--- src/verilog/haar_pkg.sv ---
package haar_pkg;

	// pixel and integral value widths
	localparam int PIXEL_W = 8;
	// largest sum is 9 * 255 = 2295
	localparam int SUM_W = 12;

	// window geometry
	localparam int WIN_W = 3;
	localparam int WIN_H = 3;
	localparam int WIN_N = WIN_W * WIN_H;

	// pixels per image row, also the depth of each line buffer
	localparam int FRAME_W = 10;

	// pushes until the window holds only real pixels
	localparam int READY_COUNT = (WIN_H - 1) * FRAME_W + WIN_W;
	localparam int READY_CNT_W = $clog2(READY_COUNT + 1);

	// wishbone bus widths
	localparam int WB_ADDR_W = 4;
	localparam int WB_DATA_W = 16;

	// word map; window entry (y, x) sits at ADDR_WIN_BASE + y * WIN_W + x
	localparam logic [WB_ADDR_W-1:0] ADDR_PIXEL = 4'd0;
	localparam logic [WB_ADDR_W-1:0] ADDR_STATUS = 4'd1;
	localparam logic [WB_ADDR_W-1:0] ADDR_WIN_BASE = 4'd2;

endpackage
--- src/verilog/haar_integral_window.sv ---
`timescale 1ns/1ps

module haar_integral_window (
	input  logic                             i_clk_os,
	input  logic                             i_reset_os,
	input  logic                             i_wb_cyc,
	input  logic                             i_wb_stb,
	input  logic                             i_wb_we,
	input  logic [haar_pkg::WB_ADDR_W-1:0]   i_wb_adr,
	input  logic [haar_pkg::WB_DATA_W-1:0]   i_wb_dat,
	output logic                             o_wb_ack,
	output logic [haar_pkg::WB_DATA_W-1:0]   o_wb_dat,
	output logic                             o_ready
);

	logic                           push;
	logic [haar_pkg::PIXEL_W-1:0]   pixel;
	logic [haar_pkg::WB_ADDR_W-1:0] rd_adr;

	// chain[k] feeds row k; the oldest row's shift output leaves the window
	wire [haar_pkg::WIN_H:0][haar_pkg::PIXEL_W-1:0]                        chain;
	wire [haar_pkg::WIN_H-1:0][haar_pkg::WIN_W-1:0][haar_pkg::PIXEL_W-1:0] taps;
	wire [haar_pkg::WIN_N-1:0][haar_pkg::SUM_W-1:0]                        sums;

	wb_pixel_port u_port (
		.i_clk_os   (i_clk_os),
		.i_reset_os (i_reset_os),
		.i_wb_cyc   (i_wb_cyc),
		.i_wb_stb   (i_wb_stb),
		.i_wb_we    (i_wb_we),
		.i_wb_adr   (i_wb_adr),
		.i_wb_dat   (i_wb_dat),
		.o_wb_ack   (o_wb_ack),
		.o_push     (push),
		.o_pixel    (pixel),
		.o_rd_adr   (rd_adr)
	);

	assign chain[0] = pixel;

	// all rows shift together on each push
	for (genvar k = 0; k < haar_pkg::WIN_H; k++)
	begin : g_line
		row_line_buffer u_row (
			.i_clk_os    (i_clk_os),
			.i_reset_os  (i_reset_os),
			.i_push      (push),
			.i_pixel     (chain[k]),
			.o_taps      (taps[k]),
			.o_pixel_out (chain[k+1])
		);
	end

	window_integrator u_integrator (
		.i_clk_os   (i_clk_os),
		.i_reset_os (i_reset_os),
		.i_push     (push),
		.i_taps     (taps),
		.o_sums     (sums)
	);

	window_readout u_readout (
		.i_clk_os   (i_clk_os),
		.i_reset_os (i_reset_os),
		.i_push     (push),
		.i_rd_adr   (rd_adr),
		.i_sums     (sums),
		.o_wb_dat   (o_wb_dat),
		.o_ready    (o_ready)
	);

endmodule

--- src/verilog/window_readout.sv ---
`timescale 1ns/1ps

module window_readout (
	input  logic                                             i_clk_os,
	input  logic                                             i_reset_os,
	input  logic                                             i_push,
	input  logic [haar_pkg::WB_ADDR_W-1:0]                   i_rd_adr,
	input  logic [haar_pkg::WIN_N-1:0][haar_pkg::SUM_W-1:0]  i_sums,
	output logic [haar_pkg::WB_DATA_W-1:0]                   o_wb_dat,
	output logic                                             o_ready
);

	logic [haar_pkg::READY_CNT_W-1:0] push_cnt;
	logic                             ready_q;

	// counter stops once ready is set
	always_ff @(posedge i_clk_os)
	begin
		if (i_reset_os)
		begin
			push_cnt <= '0;
			ready_q <= 1'b0;
		end
		else if (i_push && !ready_q)
		begin
			push_cnt <= push_cnt + 1'b1;
			if (push_cnt == haar_pkg::READY_COUNT - 1)
				ready_q <= 1'b1;
		end
	end

	assign o_ready = ready_q;

	// read data sampled by the master during ack
	always_comb
	begin
		o_wb_dat = '0;
		if (i_rd_adr == haar_pkg::ADDR_STATUS)
			o_wb_dat[0] = ready_q;
		for (int i = 0; i < haar_pkg::WIN_N; i++)
		begin
			// window entries are zero extended to the bus width
			if (i_rd_adr == haar_pkg::ADDR_WIN_BASE + i)
				o_wb_dat[haar_pkg::SUM_W-1:0] = i_sums[i];
		end
	end

endmodule

--- src/verilog/window_integrator.sv ---
`timescale 1ns/1ps

module window_integrator (
	input  logic i_clk_os,
	input  logic i_reset_os,
	input  logic i_push,
	input  logic [haar_pkg::WIN_H-1:0][haar_pkg::WIN_W-1:0][haar_pkg::PIXEL_W-1:0] i_taps,
	output logic [haar_pkg::WIN_N-1:0][haar_pkg::SUM_W-1:0] o_sums
);

	logic                         push_q;
	logic [haar_pkg::SUM_W-1:0]   pix      [haar_pkg::WIN_H][haar_pkg::WIN_W];
	logic [haar_pkg::SUM_W-1:0]   row_acc  [haar_pkg::WIN_H][haar_pkg::WIN_W];
	logic [haar_pkg::SUM_W-1:0]   area_acc [haar_pkg::WIN_H][haar_pkg::WIN_W];

	for (genvar y = 0; y < haar_pkg::WIN_H; y++)
	begin : g_row
		for (genvar x = 0; x < haar_pkg::WIN_W; x++)
		begin : g_col
			// y = 0 is the last row of the chain, x = 0 the oldest tap
			assign pix[y][x] = {{(haar_pkg::SUM_W - haar_pkg::PIXEL_W){1'b0}},
				i_taps[haar_pkg::WIN_H-1-y][haar_pkg::WIN_W-1-x]};

			// running sum along the row
			if (x == 0)
			begin : g_row_first
				assign row_acc[y][x] = pix[y][x];
			end
			else
			begin : g_row_next
				assign row_acc[y][x] = row_acc[y][x-1] + pix[y][x];
			end

			// row sums reduced down the window
			if (y == 0)
			begin : g_area_first
				assign area_acc[y][x] = row_acc[y][x];
			end
			else
			begin : g_area_next
				assign area_acc[y][x] = area_acc[y-1][x] + row_acc[y][x];
			end
		end
	end

	// taps settle on the push edge, sums follow one edge later
	always_ff @(posedge i_clk_os)
	begin
		if (i_reset_os)
		begin
			push_q <= 1'b0;
			o_sums <= '0;
		end
		else
		begin
			push_q <= i_push;
			if (push_q)
			begin
				for (int y = 0; y < haar_pkg::WIN_H; y++)
				begin
					for (int x = 0; x < haar_pkg::WIN_W; x++)
					begin
						o_sums[y * haar_pkg::WIN_W + x] <= area_acc[y][x];
					end
				end
			end
		end
	end

endmodule

--- src/verilog/row_line_buffer.sv ---
`timescale 1ns/1ps

module row_line_buffer (
	input  logic                                                 i_clk_os,
	input  logic                                                 i_reset_os,
	input  logic                                                 i_push,
	input  logic [haar_pkg::PIXEL_W-1:0]                         i_pixel,
	output logic [haar_pkg::WIN_W-1:0][haar_pkg::PIXEL_W-1:0]    o_taps,
	output logic [haar_pkg::PIXEL_W-1:0]                         o_pixel_out
);

	// entry 0 is the newest pixel of this row
	logic [haar_pkg::PIXEL_W-1:0] mem [haar_pkg::FRAME_W];

	always_ff @(posedge i_clk_os)
	begin
		if (i_reset_os)
		begin
			for (int i = 0; i < haar_pkg::FRAME_W; i++)
			begin
				mem[i] <= '0;
			end
		end
		else if (i_push)
		begin
			mem[0] <= i_pixel;
			for (int i = 1; i < haar_pkg::FRAME_W; i++)
			begin
				mem[i] <= mem[i-1];
			end
		end
	end

	// tap j is the pixel pushed j pushes ago
	always_comb
	begin
		for (int j = 0; j < haar_pkg::WIN_W; j++)
		begin
			o_taps[j] = mem[j];
		end
	end

	// oldest entry moves on to the next row
	assign o_pixel_out = mem[haar_pkg::FRAME_W-1];

endmodule

--- src/verilog/wb_pixel_port.sv ---
`timescale 1ns/1ps

module wb_pixel_port (
	input  logic                             i_clk_os,
	input  logic                             i_reset_os,
	input  logic                             i_wb_cyc,
	input  logic                             i_wb_stb,
	input  logic                             i_wb_we,
	input  logic [haar_pkg::WB_ADDR_W-1:0]   i_wb_adr,
	input  logic [haar_pkg::WB_DATA_W-1:0]   i_wb_dat,
	output logic                             o_wb_ack,
	output logic                             o_push,
	output logic [haar_pkg::PIXEL_W-1:0]     o_pixel,
	output logic [haar_pkg::WB_ADDR_W-1:0]   o_rd_adr
);

	logic                           ack_q;
	logic                           pixel_wr_q;
	logic [haar_pkg::PIXEL_W-1:0]   pixel_q;
	logic [haar_pkg::WB_ADDR_W-1:0] adr_q;
	logic                           req_new;

	// a request not yet answered; the ack cycle itself never starts another
	assign req_new = i_wb_cyc & i_wb_stb & ~ack_q;

	always_ff @(posedge i_clk_os)
	begin
		if (i_reset_os)
		begin
			ack_q <= 1'b0;
			pixel_wr_q <= 1'b0;
			adr_q <= '0;
		end
		else
		begin
			ack_q <= req_new;
			if (req_new)
			begin
				pixel_wr_q <= i_wb_we && (i_wb_adr == haar_pkg::ADDR_PIXEL);
				adr_q <= i_wb_adr;
			end
		end
	end

	// pixel data captured with the request
	always_ff @(posedge i_clk_os)
	begin
		if (req_new)
			pixel_q <= i_wb_dat[haar_pkg::PIXEL_W-1:0];
	end

	assign o_wb_ack = ack_q;
	// push lands on the edge that closes the ack cycle
	assign o_push = ack_q & pixel_wr_q;
	assign o_pixel = pixel_q;
	assign o_rd_adr = adr_q;

endmodule

--- config.mk ---
export PLATFORM = sky130hd
export DESIGN_NAME = haar_integral_window
export DESIGN_NICKNAME = d
export VERILOG_FILES = /design/src/verilog/haar_pkg.sv /design/src/verilog/haar_integral_window.sv /design/src/verilog/window_readout.sv /design/src/verilog/window_integrator.sv /design/src/verilog/row_line_buffer.sv /design/src/verilog/wb_pixel_port.sv
export SDC_FILE = /design/constraint.sdc
export NUM_CORES = 1
export LEC_CHECK = 0
export BUFFER_PORTS_ARGS = -buffer_cell sky130_fd_sc_hd__buf_2
export CAP_MARGIN = 25
export CORE_MARGIN = 10
export CORE_UTILIZATION = 60
export DETAILED_ROUTE_END_ITERATION = 12
export PLACE_DENSITY = 0.8
export SLEW_MARGIN = 20
export SYNTH_ARGS = -nofsm -noshare
export SYNTH_HDL_FRONTEND = slang
export SYNTH_HIERARCHICAL = 1
export SYNTH_SLANG_ARGS = --single-unit
--- constraint.sdc ---
create_clock -name i_clk_os -period 7 [get_ports i_clk_os]
set_input_delay 1.75 -clock i_clk_os [delete_from_list [all_inputs] [get_ports i_clk_os]]
set_output_delay 1.75 -clock i_clk_os [all_outputs]
set_load 0.02 [all_outputs]
Word level (Yosys, flattened, before mapping) --
Memory sizes are Yosys's and may differ from the RTL's. Cells that the tools add are included.
Word-level totals: bits in registers 125, output and inout port bits 18, logic and storage cells 127, memory bits (writable) 240, memories 3
Operators by class: equality and inequality tests 11, bitwise gates (word level) 34, $add $sub $neg 13, reduce and logical (&&, ||, !) cells 5, multiplexer cells 45
Memories:
- g_line[0].u_row.mem | words 10, width 8, rd ports 10, clocked after memory_dff 0, write ports 10, line row_line_buffer.sv:13 | logic [haar_pkg::PIXEL_W-1:0] mem [haar_pkg::FRAME_W];
- g_line[1].u_row.mem | words 10, width 8, rd ports 10, clocked after memory_dff 0, write ports 10, line row_line_buffer.sv:13
- g_line[2].u_row.mem | words 10, width 8, rd ports 9, clocked after memory_dff 0, write ports 10, line row_line_buffer.sv:13
Operators by type and width (count):
- 8-bit 2-to-1 mux | 31
- 12-bit 2-to-1 mux | 8
- 12-bit adder | 4
- 12-bit by 8-bit adder with 12-bit output | 4
- 8-bit by 8-bit adder with 9-bit output | 4
- 1-bit OR | 30
- 4-bit by 3-bit equality test with 1-bit output (second input constant) | 4
- 4-bit equality test (second input constant) | 3
- 4-bit by 2-bit equality test with 1-bit output (second input constant) | 2
- 1-bit 2-to-1 mux | 6
- 5-bit by 1-bit adder with 5-bit output (second input constant) | 1
- 5-bit equality test (second input constant) | 1
- 4-bit by 1-bit equality test with 1-bit output (second input constant) | 1
- 4-bit zero test | 1
- 1-bit AND | 3
- 1-bit logical AND | 2
- 2-bit AND reduction | 1
- 1-bit zero test | 1
- 1-bit inverter | 1

Longest topological paths before layout --
Gate-level depths: netlist of the first run.
depth in word-level cells 11, depth in mapped cells 26

By module --
The synthesis of the first run kept the hierarchy.
By module, submodules not included:
- row_line_buffer | area an instance 3512.1 sq um, sequential area each 2402.3 sq um, cells each 210, times used 3
- window_integrator | area an instance 7139.3 sq um, sequential area each 1821.7 sq um, cells each 822, times used 1
- window_readout | area an instance 1417.6 sq um, sequential area each 120.1 sq um, cells each 188, times used 1
- wb_pixel_port | area an instance 475.5 sq um, sequential area each 360.3 sq um, cells each 34, times used 1

Worst setup path after synthesis of the first run --
No wires, ideal clock.
path kind flip-flop to flip-flop, from memory g_line[2].u_row/mem[0][8] (netlist bit), to register u_integrator/o_sums[106] (netlist bit), cell stages (with the launch flop) 24, data arrival time 5.174 ns, period minus slack after synthesis 5.236 ns, setup time 0.062 ns, slack 1.764 ns, buffers on the path 1, required time 6.938 ns, path through edfxtp_1 > buf_4 > ha_1 > fa_1 > a21o_1 > a21oi_1 > o21bai_1 > a21oi_1 > xnor2_1 > ha_1 > nor4_1 > o21ai_0 > nand2_1 > xnor2_1 > fa_1 > inv_1 > ha_1 > or4_1 > o22ai_1 > xnor2_1 > ha_1 > nand2_1 > or4_1 > nand3_1
RTL lines:
- start: declaration | line row_line_buffer.sv:13
- end signal: indexed assignment | line window_integrator.sv:63 | o_sums[y * haar_pkg::WIN_W + x] <= area_acc[y][x];
- end: declaration | line window_integrator.sv:8 | output logic [haar_pkg::WIN_N-1:0][haar_pkg::SUM_W-1:0] o_sums

==> flow_summary_export.csv, run 1 <==
group,metric,value,unit
grt,initial_antenna_violation_count,1,
routing,routed-via-count,10973,
power_and_ir_drop,worst_ir_drop_on_vdd,186,uV
synth,synth_area,17200,sq um
routing,antenna_left,0,
power_and_ir_drop,fin_total_pwr,4.63,mW
placement,port-buffer-count,30,
sta,report.final.hold_viol_count,0,
clock_tree,inserted_clock_buffers,30,
placement,gp_congestion,0.904,
floorplanning,fp.dieW,189,um
clock_tree,cts_tree,"built",
floorplanning,core_area,28100,sq um
finish,flow.area_growth_from_synthesis,3.27,%
synth,synthCells,1545,
grt,grt_use_total,0.193,
grt,grt_max_degree,106,
routing,drt_iter0_drcs,1214,
grt,number_of_global_route_vias_before_repair,10404,
floorplanning,die-height,189,um
critical_path,crit_arrival,6500,ps
routing,met2WireLength,16.1,mm
critical_path,crit_type,"flop to flop",
sta,grt_setup_unrepaired,"false",
finish,layout_commonest_cell,"sky130_fd_sc_hd__edfxtp_1",
clock_tree,clock_sink_count,295,
sta,whs,466,ps
critical_path,cp_max_fo,5,
grt,grt-ovfl-total,0,
routing,met3RoutedLength,2.14,mm
sta,fmax,167,MHz
sta,worstMarginPinSlew,818,ps
sta,final_report_max_slew_violation_count,0,
routing,routedWlPerCell,19.3,um
critical_path,kind_of_launch_point_of_the_worst_setup_path,"flop",
routing,routed_via_density,5.93,
clock_tree,clockRootBuffer,"sky130_fd_sc_hd__clkbuf_16",
power_and_ir_drop,power_per_cell_area,260,nW/um^2
finish,num_antenna_cells,0,
routing,met1_length,16.6,mm
floorplanning,floorplan.initialDensity,0.614,
clock_tree,cts_hold_buf,0,
sta,final_min_period_over_clock_period,0.857,
routing,highest-signal-layer,"met4",
routing,finalWirelength,35.7,mm
run,cap_violations,0,
grt,grt_pass1_wl,56.6,mm
floorplanning,row_count,61,
placement,place_hpwl,24.1,mm
clock_tree,clock_transition_at_the_registers_of_the_reported_paths,60,ps
run_status,status,"finished clean",
routing,drcViolationCount,0,
floorplanning,die_area,35900,sq um
clock_tree,cts.htree.levels,1,
finish,post_route_cells_drive_above_1_share,0.177,
clock_tree,postCtsResizedCells,0,
critical_path,critical_path_required,7500,ps
finish,mostFrequentLayoutCells,"192 x sky130_fd_sc_hd__edfxtp_1, 142 x sky130_fd_sc_hd__and3b_2, 132 x sky130_fd_sc_hd__nor2_1, 101 x sky130_fd_sc_hd__dfxtp_1, 98 x sky130_fd_sc_hd__ha_1",
finish,nFillCells,2217,
sta,worst_slew_margin_rel,0.449,
min_path,min-delay-path-class,"flop to flop",
sta,tns,0,ps
clock_tree,cts_max_path_buffers,3,
power_and_ir_drop,cellLeakagePower,7.55,nW
clock_tree,post_cts.repair.setup_buffers,0,
critical_path,worst_setup_path_end_kind,"flop",
routing,drt-pass1-iter-count,8,
finish,final_nets,1591,
synth,yosys_warnings,6,
sta,finalSetupViolations,0,
floorplanning,i_o_pin_cnt,43,
synth,synth.avg_cell_area,11.2,sq um
sta,fin_skew,15.3,ps
sta,timing.final.crit_period,6000,ps
clock_tree,worstSkewPairLatency,560,ps
[cell type report]
class,instances,area [sq um],area share
clock buffers,44,835,0.0469
flip-flops and latches,295,7830,0.440
multi-input cells,1010,7990,0.449
inverters,71,267,0.0150
repair buffers,41,272,0.0153
clock inverters,12,129,0.00724
well taps,378,473,0.0266
[layer usage]
layer / global-route usage / vias to the layer above
li1: - / 5286
met1: 0.278 / 5293
met2: 0.301 / 328
met3: 0.0232 / 66
met4: 0.0525 / 0
met5: 0 / -
[per-stage QoR]
| step | instance area, sq um | setup WS, ps | cells | utilization |
|---|---|---|---|---|
| floorplan | 17300 | 1760 | 1565 | - |
| global placement | 16800 | 1150 | 1793 | 0.598 |
| detailed placement | 16800 | 1100 | 1793 | 0.598 |
| CTS | 17800 | 1040 | 1849 | 0.632 |
| global route | 17800 | 690 | 1851 | 0.634 |
| finish | 17800 | 1000 | 1851 | 0.634 |
[flip-flops by register name (all words and copies together) (netlist names)]
signal / count
u_integrator/o_sums: 90
u_port/pixel_wr_q: 1
g_line.u_row/mem: 184
u_readout/o_ready: 1
u_port/o_rd_adr: 4
u_readout/push_cnt: 5
u_integrator/push_q: 1
u_port/o_pixel: 8
u_port/o_wb_ack: 1
[worst max-delay path: stages (launching register included)]
cell                       delay [ps]
sky130_fd_sc_hd__edfxtp_1         430
sky130_fd_sc_hd__ha_1             250
sky130_fd_sc_hd__fa_1             420
sky130_fd_sc_hd__a21o_1           200
sky130_fd_sc_hd__a21oi_1          310
sky130_fd_sc_hd__o21bai_1         110
sky130_fd_sc_hd__a21oi_1          280
sky130_fd_sc_hd__xnor2_1          220
sky130_fd_sc_hd__ha_1             290
sky130_fd_sc_hd__nor4_1           260
sky130_fd_sc_hd__o21ai_0          160
sky130_fd_sc_hd__nand2_1          100
sky130_fd_sc_hd__xnor2_1          130
sky130_fd_sc_hd__fa_1             530
sky130_fd_sc_hd__inv_1             40
sky130_fd_sc_hd__ha_1             240
sky130_fd_sc_hd__or4_1            540
sky130_fd_sc_hd__o22ai_1          220
sky130_fd_sc_hd__xnor2_1          210
sky130_fd_sc_hd__ha_1             350
sky130_fd_sc_hd__nand2_1           80
sky130_fd_sc_hd__or4_1            500
sky130_fd_sc_hd__nand3_1           90
[where the power goes]
group	internal [mW]	total (mW)	leakage (nW)	switching [mW]
clock	0.903	1.57	0.464	0.669
sequential	1.89	1.91	2.80	0.0246
combinational	0.446	1.15	4.28	0.700
[worst paths after layout]
check                           cells after the start  slack, ps                  startpoint                        to
worst max register to register                     22       1000  g_line[2].u_row/mem[0][16]  u_integrator/o_sums[106]
worst max-delay path                               22       1000  g_line[2].u_row/mem[0][16]  u_integrator/o_sums[106]
worst min-delay path                                2        470    u_integrator/o_sums[102]  u_integrator/o_sums[102]
worst min register to register                      2        470    u_integrator/o_sums[102]  u_integrator/o_sums[102]
(Power assumes the default switching activity.)
==> run 2: changes to the inputs <==
Settings changed: MAX_ROUTING_LAYER set to met4.
==> run 2 against run 1 <==
Net effect: via count up 0.51%; power about the same; cell area about the same; clock-buffer cell count fell by 1; global-route usage is 0.64 points higher; flip-flop and latch count did not move; cell count is 0.11% higher; worst setup slack worse by 41 ps.
==> flow_summary_export.csv, run 2 (same netlist as run 1, synthesis figures left out) <==
group,metric,value,unit
critical_path,crit_type,"flop to flop",
power_and_ir_drop,worst_ir_drop_on_vdd,219,uV
clock_tree,clock_sink_count,295,
critical_path,path_delay_family,"adder cells",
clock_tree,postCtsResizedCells,0,
routing,drt-pass1-iter-count,6,
critical_path,worst_setup_path_end_kind,"flop",
critical_path,worstPathCellList,"ha_1 > fa_1 > a21o_1 > a21oi_1 > o21bai_1 > a21oi_1 > xnor2_1 > ha_1 > nor4_1 > a21oi_1 > nand2_1 > xnor2_1 > fa_1 > inv_1 > ha_1 > xnor2_1 > ha_1 > inv_1 > nor2_1 > a311oi_1 > nand2_1 > and3_2 > a311o_1",
routing,routedWlPerCell,19.5,um
clock_tree,worstSkewPairLatency,570,ps
sta,worst_slew_margin_rel,0.386,
finish,layout.core_utilization,0.634,
critical_path,timing.critical_path.slowest_stage_cell,"sky130_fd_sc_hd__fa_1",
grt,grt_max_degree,106,
clock_tree,inserted_clock_buffers,31,
finish,layout_commonest_cell,"sky130_fd_sc_hd__edfxtp_1",
run_status,status,"finished clean",
grt,grt-ovfl-total,0,
clock_tree,cts_tree,"built",
critical_path,critical_path_required,7450,ps
routing,drt_iter0_drcs,1050,
finish,regMostFlops,"g_line.u_row/mem",
sta,fin_skew,12.1,ps
floorplanning,row_count,61,
critical_path,cp_max_fo,5,
finish,mostFrequentLayoutCells,"192 x sky130_fd_sc_hd__edfxtp_1, 142 x sky130_fd_sc_hd__and3b_2, 132 x sky130_fd_sc_hd__nor2_1, 101 x sky130_fd_sc_hd__dfxtp_1, 98 x sky130_fd_sc_hd__ha_1",
finish,final_nets,1592,
finish,layout.cell_area.non_filler,17800,sq um
sta,worstMarginPinSlew,922,ps
floorplanning,floorplan.initialDensity,0.614,
finish,flip_flop_count_of_the_largest_register_all_copies_and_words_added,184,
routing,drcViolationCount,0,
clock_tree,clockRootBuffer,"sky130_fd_sc_hd__clkbuf_16",
floorplanning,core_area,28100,sq um
routing,antenna_left,0,
critical_path,critical_path.max_stage_delay,490,ps
sta,timing.final.crit_period,6040,ps
finish,nFillCells,2189,
clock_tree,post_cts.repair.setup_buffers,0,
critical_path,kind_of_launch_point_of_the_worst_setup_path,"flop",
sta,report.final.hold_viol_count,0,
clock_tree,cts_max_path_buffers,3,
sta,final_report_max_slew_violation_count,0,
placement,dpl.cell_count,1794,
routing,routed_via_density,5.95,
power_and_ir_drop,fin_total_pwr,4.63,mW
finish,post_route_cells_drive_above_1_share,0.176,
grt,number_of_global_route_vias_before_repair,10663,
floorplanning,die_area,35900,sq um
sta,tns,0,ps
grt,initial_antenna_violation_count,0,
finish,flow.area_growth_from_synthesis,3.24,%
grt,grt_pass1_wl,56.9,mm
critical_path,critPathBufInv,2,
sta,final_min_period_over_clock_period,0.863,
sta,finalSetupViolations,0,
sta,grt_setup_unrepaired,"false",
power_and_ir_drop,cellLeakagePower,7.54,nW
finish,fin_cells,1853,
grt,grt_use_total,0.199,
clock_tree,clock_transition_at_the_registers_of_the_reported_paths,60,ps
placement,place_hpwl,24.3,mm
routing,finalWirelength,36.1,mm
min_path,min-delay-path-class,"flop to flop",
floorplanning,i_o_pin_cnt,43,
power_and_ir_drop,power_per_cell_area,260,nW/um^2
sta,fmax,166,MHz
placement,post_dp_cell_area,16800,sq um
clock_tree,cts.htree.levels,1,
critical_path,crit_arrival,6500,ps
clock_tree,cts_hold_buf,0,
floorplanning,fp.dieW,189,um
placement,port-buffer-count,30,
placement,gp_congestion,0.914,
critical_path,crit_path_frequent_cell,"sky130_fd_sc_hd__ha_1",
routing,routed-via-count,11029,
run,cap_violations,0,
floorplanning,die-height,189,um
## run 2: cell count changes in the layout (fill, tap and decap cells not counted), sizes merged
cell / before / now
clkinvlp: 2 / 3
clkinv: 8 / 9
clkbuf: 44 / 43
diode: 0 / 1
## run 2: area by class of cell
type,count,area (sq um),area share
multi-input combinational,1010,7990,0.449
sequential,295,7830,0.440
clock buffer,43,831,0.0467
tap,378,473,0.0266
inverter,71,267,0.0150
timing repair buffer,41,259,0.0146
clock inverter,14,138,0.00773
antenna,1,2.50,0.000141
## run 2: worst min-delay path, stage by stage (launching register included)
cell and delay, ps:
sky130_fd_sc_hd__dfxtp_2 310, sky130_fd_sc_hd__nand2_1 50, sky130_fd_sc_hd__a21oi_1 50
## run 2: worst paths after layout
check / end / from / slack (ps) / depth (start not counted)
worst max-delay path: u_integrator/o_sums[104] / g_line[2].u_row/mem[0][16] / 960 / 23
worst min-delay path: u_port/o_rd_adr[0] / u_port/o_rd_adr[0] / 460 / 2
worst max register to register: u_integrator/o_sums[104] / g_line[2].u_row/mem[0][16] / 960 / 23
worst min register to register: u_port/o_rd_adr[0] / u_port/o_rd_adr[0] / 460 / 2
## run 2: where the power goes
part / switching (mW) / leakage (nW) / total [mW] / internal [mW]
registers: 0.0236 / 2.80 / 1.91 / 1.89
clock network: 0.680 / 0.460 / 1.58 / 0.903
logic: 0.694 / 4.27 / 1.14 / 0.446
## run 2: layer usage
metal	up-vias	track usage	part of all wire
li1	5289	-	-
met1	5335	0.272	0.46
met2	343	0.306	0.45
met3	62	0.0272	0.061
met4	0	0.0565	0.024
met5	-	-	0
## run 2: per-stage QoR
stage               setup WS [ps]  hold slack, ps
finish                        960             458
CTS                          1040             459
global placement             1190             441
global route                  576             486
detailed placement           1130             450
floorplan                    1760             425
==> run 3: changes to the inputs <==
Settings changed: CTS_BUF_LIST set to sky130_fd_sc_hd__clkbuf_8 sky130_fd_sc_hd__clkbuf_16.
==> run 3 against run 2 <==
Net effect: sequential power is essentially flat; critical path depth is the same; wire length is essentially flat; cell area is the same; highest routed layer unchanged; clock skew is essentially flat; clock-buffer cell count shrank 11; global-route usage is the same; critical endpoint unchanged.
==> flow_summary_export.csv, run 3 (same netlist as run 1, synthesis figures left out) <==
group,metric,value,unit
critical_path,crit_type,"flop to flop",
sta,grt_setup_unrepaired,"false",
routing,drt_iter0_drcs,1057,
min_path,min-delay-path-class,"flop to flop",
finish,multi_input_comb_area,7990,sq um
power_and_ir_drop,power.clock.fraction,0.340,
sta,worst_slew_margin_rel,0.385,
min_path,hold-path-endpoint,"u_port/o_rd_adr[0]",
sta,tns,0,ps
sta,worstMarginPinSlew,923,ps
finish,mostFrequentLayoutCells,"192 x sky130_fd_sc_hd__edfxtp_1, 142 x sky130_fd_sc_hd__and3b_2, 132 x sky130_fd_sc_hd__nor2_1, 101 x sky130_fd_sc_hd__dfxtp_1, 98 x sky130_fd_sc_hd__ha_1",
finish,nFillCells,2189,
clock_tree,cts_max_path_buffers,3,
routing,drcViolationCount,0,
routing,drt-pass1-iter-count,5,
clock_tree,clockRootBuffer,"sky130_fd_sc_hd__clkbuf_16",
floorplanning,i_o_pin_cnt,43,
placement,place_hpwl,24.3,mm
clock_tree,post_cts.repair.setup_buffers,0,
power_and_ir_drop,cellLeakagePower,7.58,nW
finish,ff_latch_area,7830,sq um
sta,final_report_max_slew_violation_count,0,
placement,post_dp_cell_area,16800,sq um
power_and_ir_drop,combPwrFrac,0.247,
clock_tree,clock_transition_at_the_registers_of_the_reported_paths,60,ps
grt,initial_antenna_violation_count,0,
placement,dpl.cell_count,1794,
run,cap_violations,0,
floorplanning,core_area,28100,sq um
power_and_ir_drop,seq_power_share,0.414,
routing,antenna_left,0,
clock_tree,cts_tree,"built",
floorplanning,die_area,35900,sq um
critical_path,endpoint_of_the_worst_register_to_register_path,"u_integrator/o_sums[104]",
critical_path,cp_max_fo,5,
critical_path,setup.reg_to_reg.worst_slack,960,ps
finish,fin_cells,1853,
clock_tree,inserted_clock_buffers,31,
power_and_ir_drop,internal_power,3.22,mW
min_path,hp-start,"u_port/o_rd_adr[0]",
finish,regMostFlops,"g_line.u_row/mem",
grt,grt_use_total,0.199,
floorplanning,fp.dieW,189,um
routing,routed_via_density,5.96,
sta,fin_skew,11.6,ps
clock_tree,cts_hold_buf,0,
critical_path,cell_count_of_the_worst_reg_to_reg_path,23,
finish,layout_commonest_cell,"sky130_fd_sc_hd__edfxtp_1",
finish,flow.area_growth_from_synthesis,3.24,%
placement,port-buffer-count,30,
grt,number_of_global_route_vias_before_repair,10663,
clock_tree,postCtsResizedCells,0,
finish,final_nets,1592,
clock_tree,clock_sink_count,295,
floorplanning,die-height,189,um
power_and_ir_drop,power_switching,1.40,mW
routing,routedWlPerCell,19.5,um
finish,layout.cell_area.non_filler,17800,sq um
critical_path,rr_startpoint,"g_line[2].u_row/mem[0][16]",
critical_path,crit_arrival,6490,ps
power_and_ir_drop,worst_ir_drop_on_vdd,219,uV
finish,flip_flop_count_of_the_largest_register_all_copies_and_words_added,184,
routing,routed-via-count,11042,
floorplanning,floorplan.initialDensity,0.614,
min_path,worstHoldPathCells,2,
grt,grt_max_degree,106,
sta,finalSetupViolations,0,
sta,timing.final.crit_period,6040,ps
floorplanning,row_count,61,
grt,grt_pass1_wl,56.9,mm
grt,grt-ovfl-total,0,
power_and_ir_drop,power_per_cell_area,260,nW/um^2
critical_path,kind_of_launch_point_of_the_worst_setup_path,"flop",
finish,post_route_cells_drive_above_1_share,0.176,
placement,gp_congestion,0.914,
critical_path,worst_setup_path_end_kind,"flop",
run_status,status,"finished clean",
sta,fmax,166,MHz
sta,final_min_period_over_clock_period,0.862,
clock_tree,worstSkewPairLatency,570,ps
finish,layout.core_utilization,0.634,
routing,finalWirelength,36.1,mm
power_and_ir_drop,sw_frac_of_total,0.303,
sta,report.final.hold_viol_count,0,
clock_tree,cts.htree.levels,1,
critical_path,critical_path_required,7460,ps
==> run 3: cell count changes in the layout (fill, tap and decap cells not counted) <==
| cell | previous run | this run |
|---|---|---|
| sky130_fd_sc_hd__clkbuf_1 | 11 | 0 |
| sky130_fd_sc_hd__inv_1 | 68 | 79 |
==> run 3: metrics by stage <==
stage                     total power, mW  setup WS (ps)  hold slack, ps
final                                4.62            963             457
after global routing                 4.83            576             486
after CTS                            4.64           1040             459
after detailed placement             3.06           1130             450
after global placement               3.04           1190             441
after floorplan                      2.83           1760             425
==> run 3: critical path, cell delays in order, from the launching register on <==
cell and delay [ps]:
sky130_fd_sc_hd__edfxtp_1 430, sky130_fd_sc_hd__ha_1 240, sky130_fd_sc_hd__fa_1 430, sky130_fd_sc_hd__a21o_1 200, sky130_fd_sc_hd__a21oi_1 330, sky130_fd_sc_hd__o21bai_1 100
sky130_fd_sc_hd__a21oi_1 260, sky130_fd_sc_hd__xnor2_1 310, sky130_fd_sc_hd__ha_1 340, sky130_fd_sc_hd__nor4_1 80, sky130_fd_sc_hd__a21oi_1 160, sky130_fd_sc_hd__nand2_1 110
sky130_fd_sc_hd__xnor2_1 370, sky130_fd_sc_hd__fa_1 490, sky130_fd_sc_hd__inv_1 70, sky130_fd_sc_hd__ha_1 240, sky130_fd_sc_hd__xnor2_1 400, sky130_fd_sc_hd__ha_1 320
sky130_fd_sc_hd__inv_1 100, sky130_fd_sc_hd__nor2_1 70, sky130_fd_sc_hd__a311oi_1 250, sky130_fd_sc_hd__nand2_1 120, sky130_fd_sc_hd__and3_2 190, sky130_fd_sc_hd__a311o_1 300
==> run 3: routing by layer <==
layer	vias up	share of wire	track usage
met4	0	0.024	0.0565
met3	63	0.058	0.0272
li1	5290	-	-
met1	5370	0.47	0.272
met2	319	0.45	0.306
met5	-	0	-
==> run 3: power by group through the flow <==
stage | Sequential, mW | Combinational [mW] | Clock, mW
2_1_floorplan | 1.94 | 0.897 | 0
3_3_place_gp | 1.95 | 1.09 | 0
3_5_place_dp | 1.95 | 1.11 | 0
4_1_cts | 1.91 | 1.12 | 1.60
5_1_grt | 1.92 | 1.25 | 1.66
6_report | 1.91 | 1.14 | 1.57
==> run 3: worst max-delay path by stage <==
stage               slack, ps                       end                  startpoint  cells after the start
floorplan                1760  u_integrator/o_sums[106]   g_line[2].u_row/mem[0][8]                     23
global placement         1190  u_integrator/o_sums[106]  g_line[2].u_row/mem[0][16]                     22
detailed placement       1130  u_integrator/o_sums[106]  g_line[2].u_row/mem[0][16]                     22
CTS                      1040  u_integrator/o_sums[106]  g_line[2].u_row/mem[0][16]                     22
global route              580  u_integrator/o_sums[106]  g_line[2].u_row/mem[0][16]                     22
finish                    960  u_integrator/o_sums[104]  g_line[2].u_row/mem[0][16]                     23
==> run 3: area by class of cell <==
type / count / area share
multi-input combinational: 1010 / 0.449
sequential: 295 / 0.440
clock buffer: 32 / 0.0444
inverter: 71 / 0.0150
clock inverter: 25 / 0.0101
timing repair buffer: 41 / 0.0146
tap: 378 / 0.0266
antenna: 1 / 0.000141
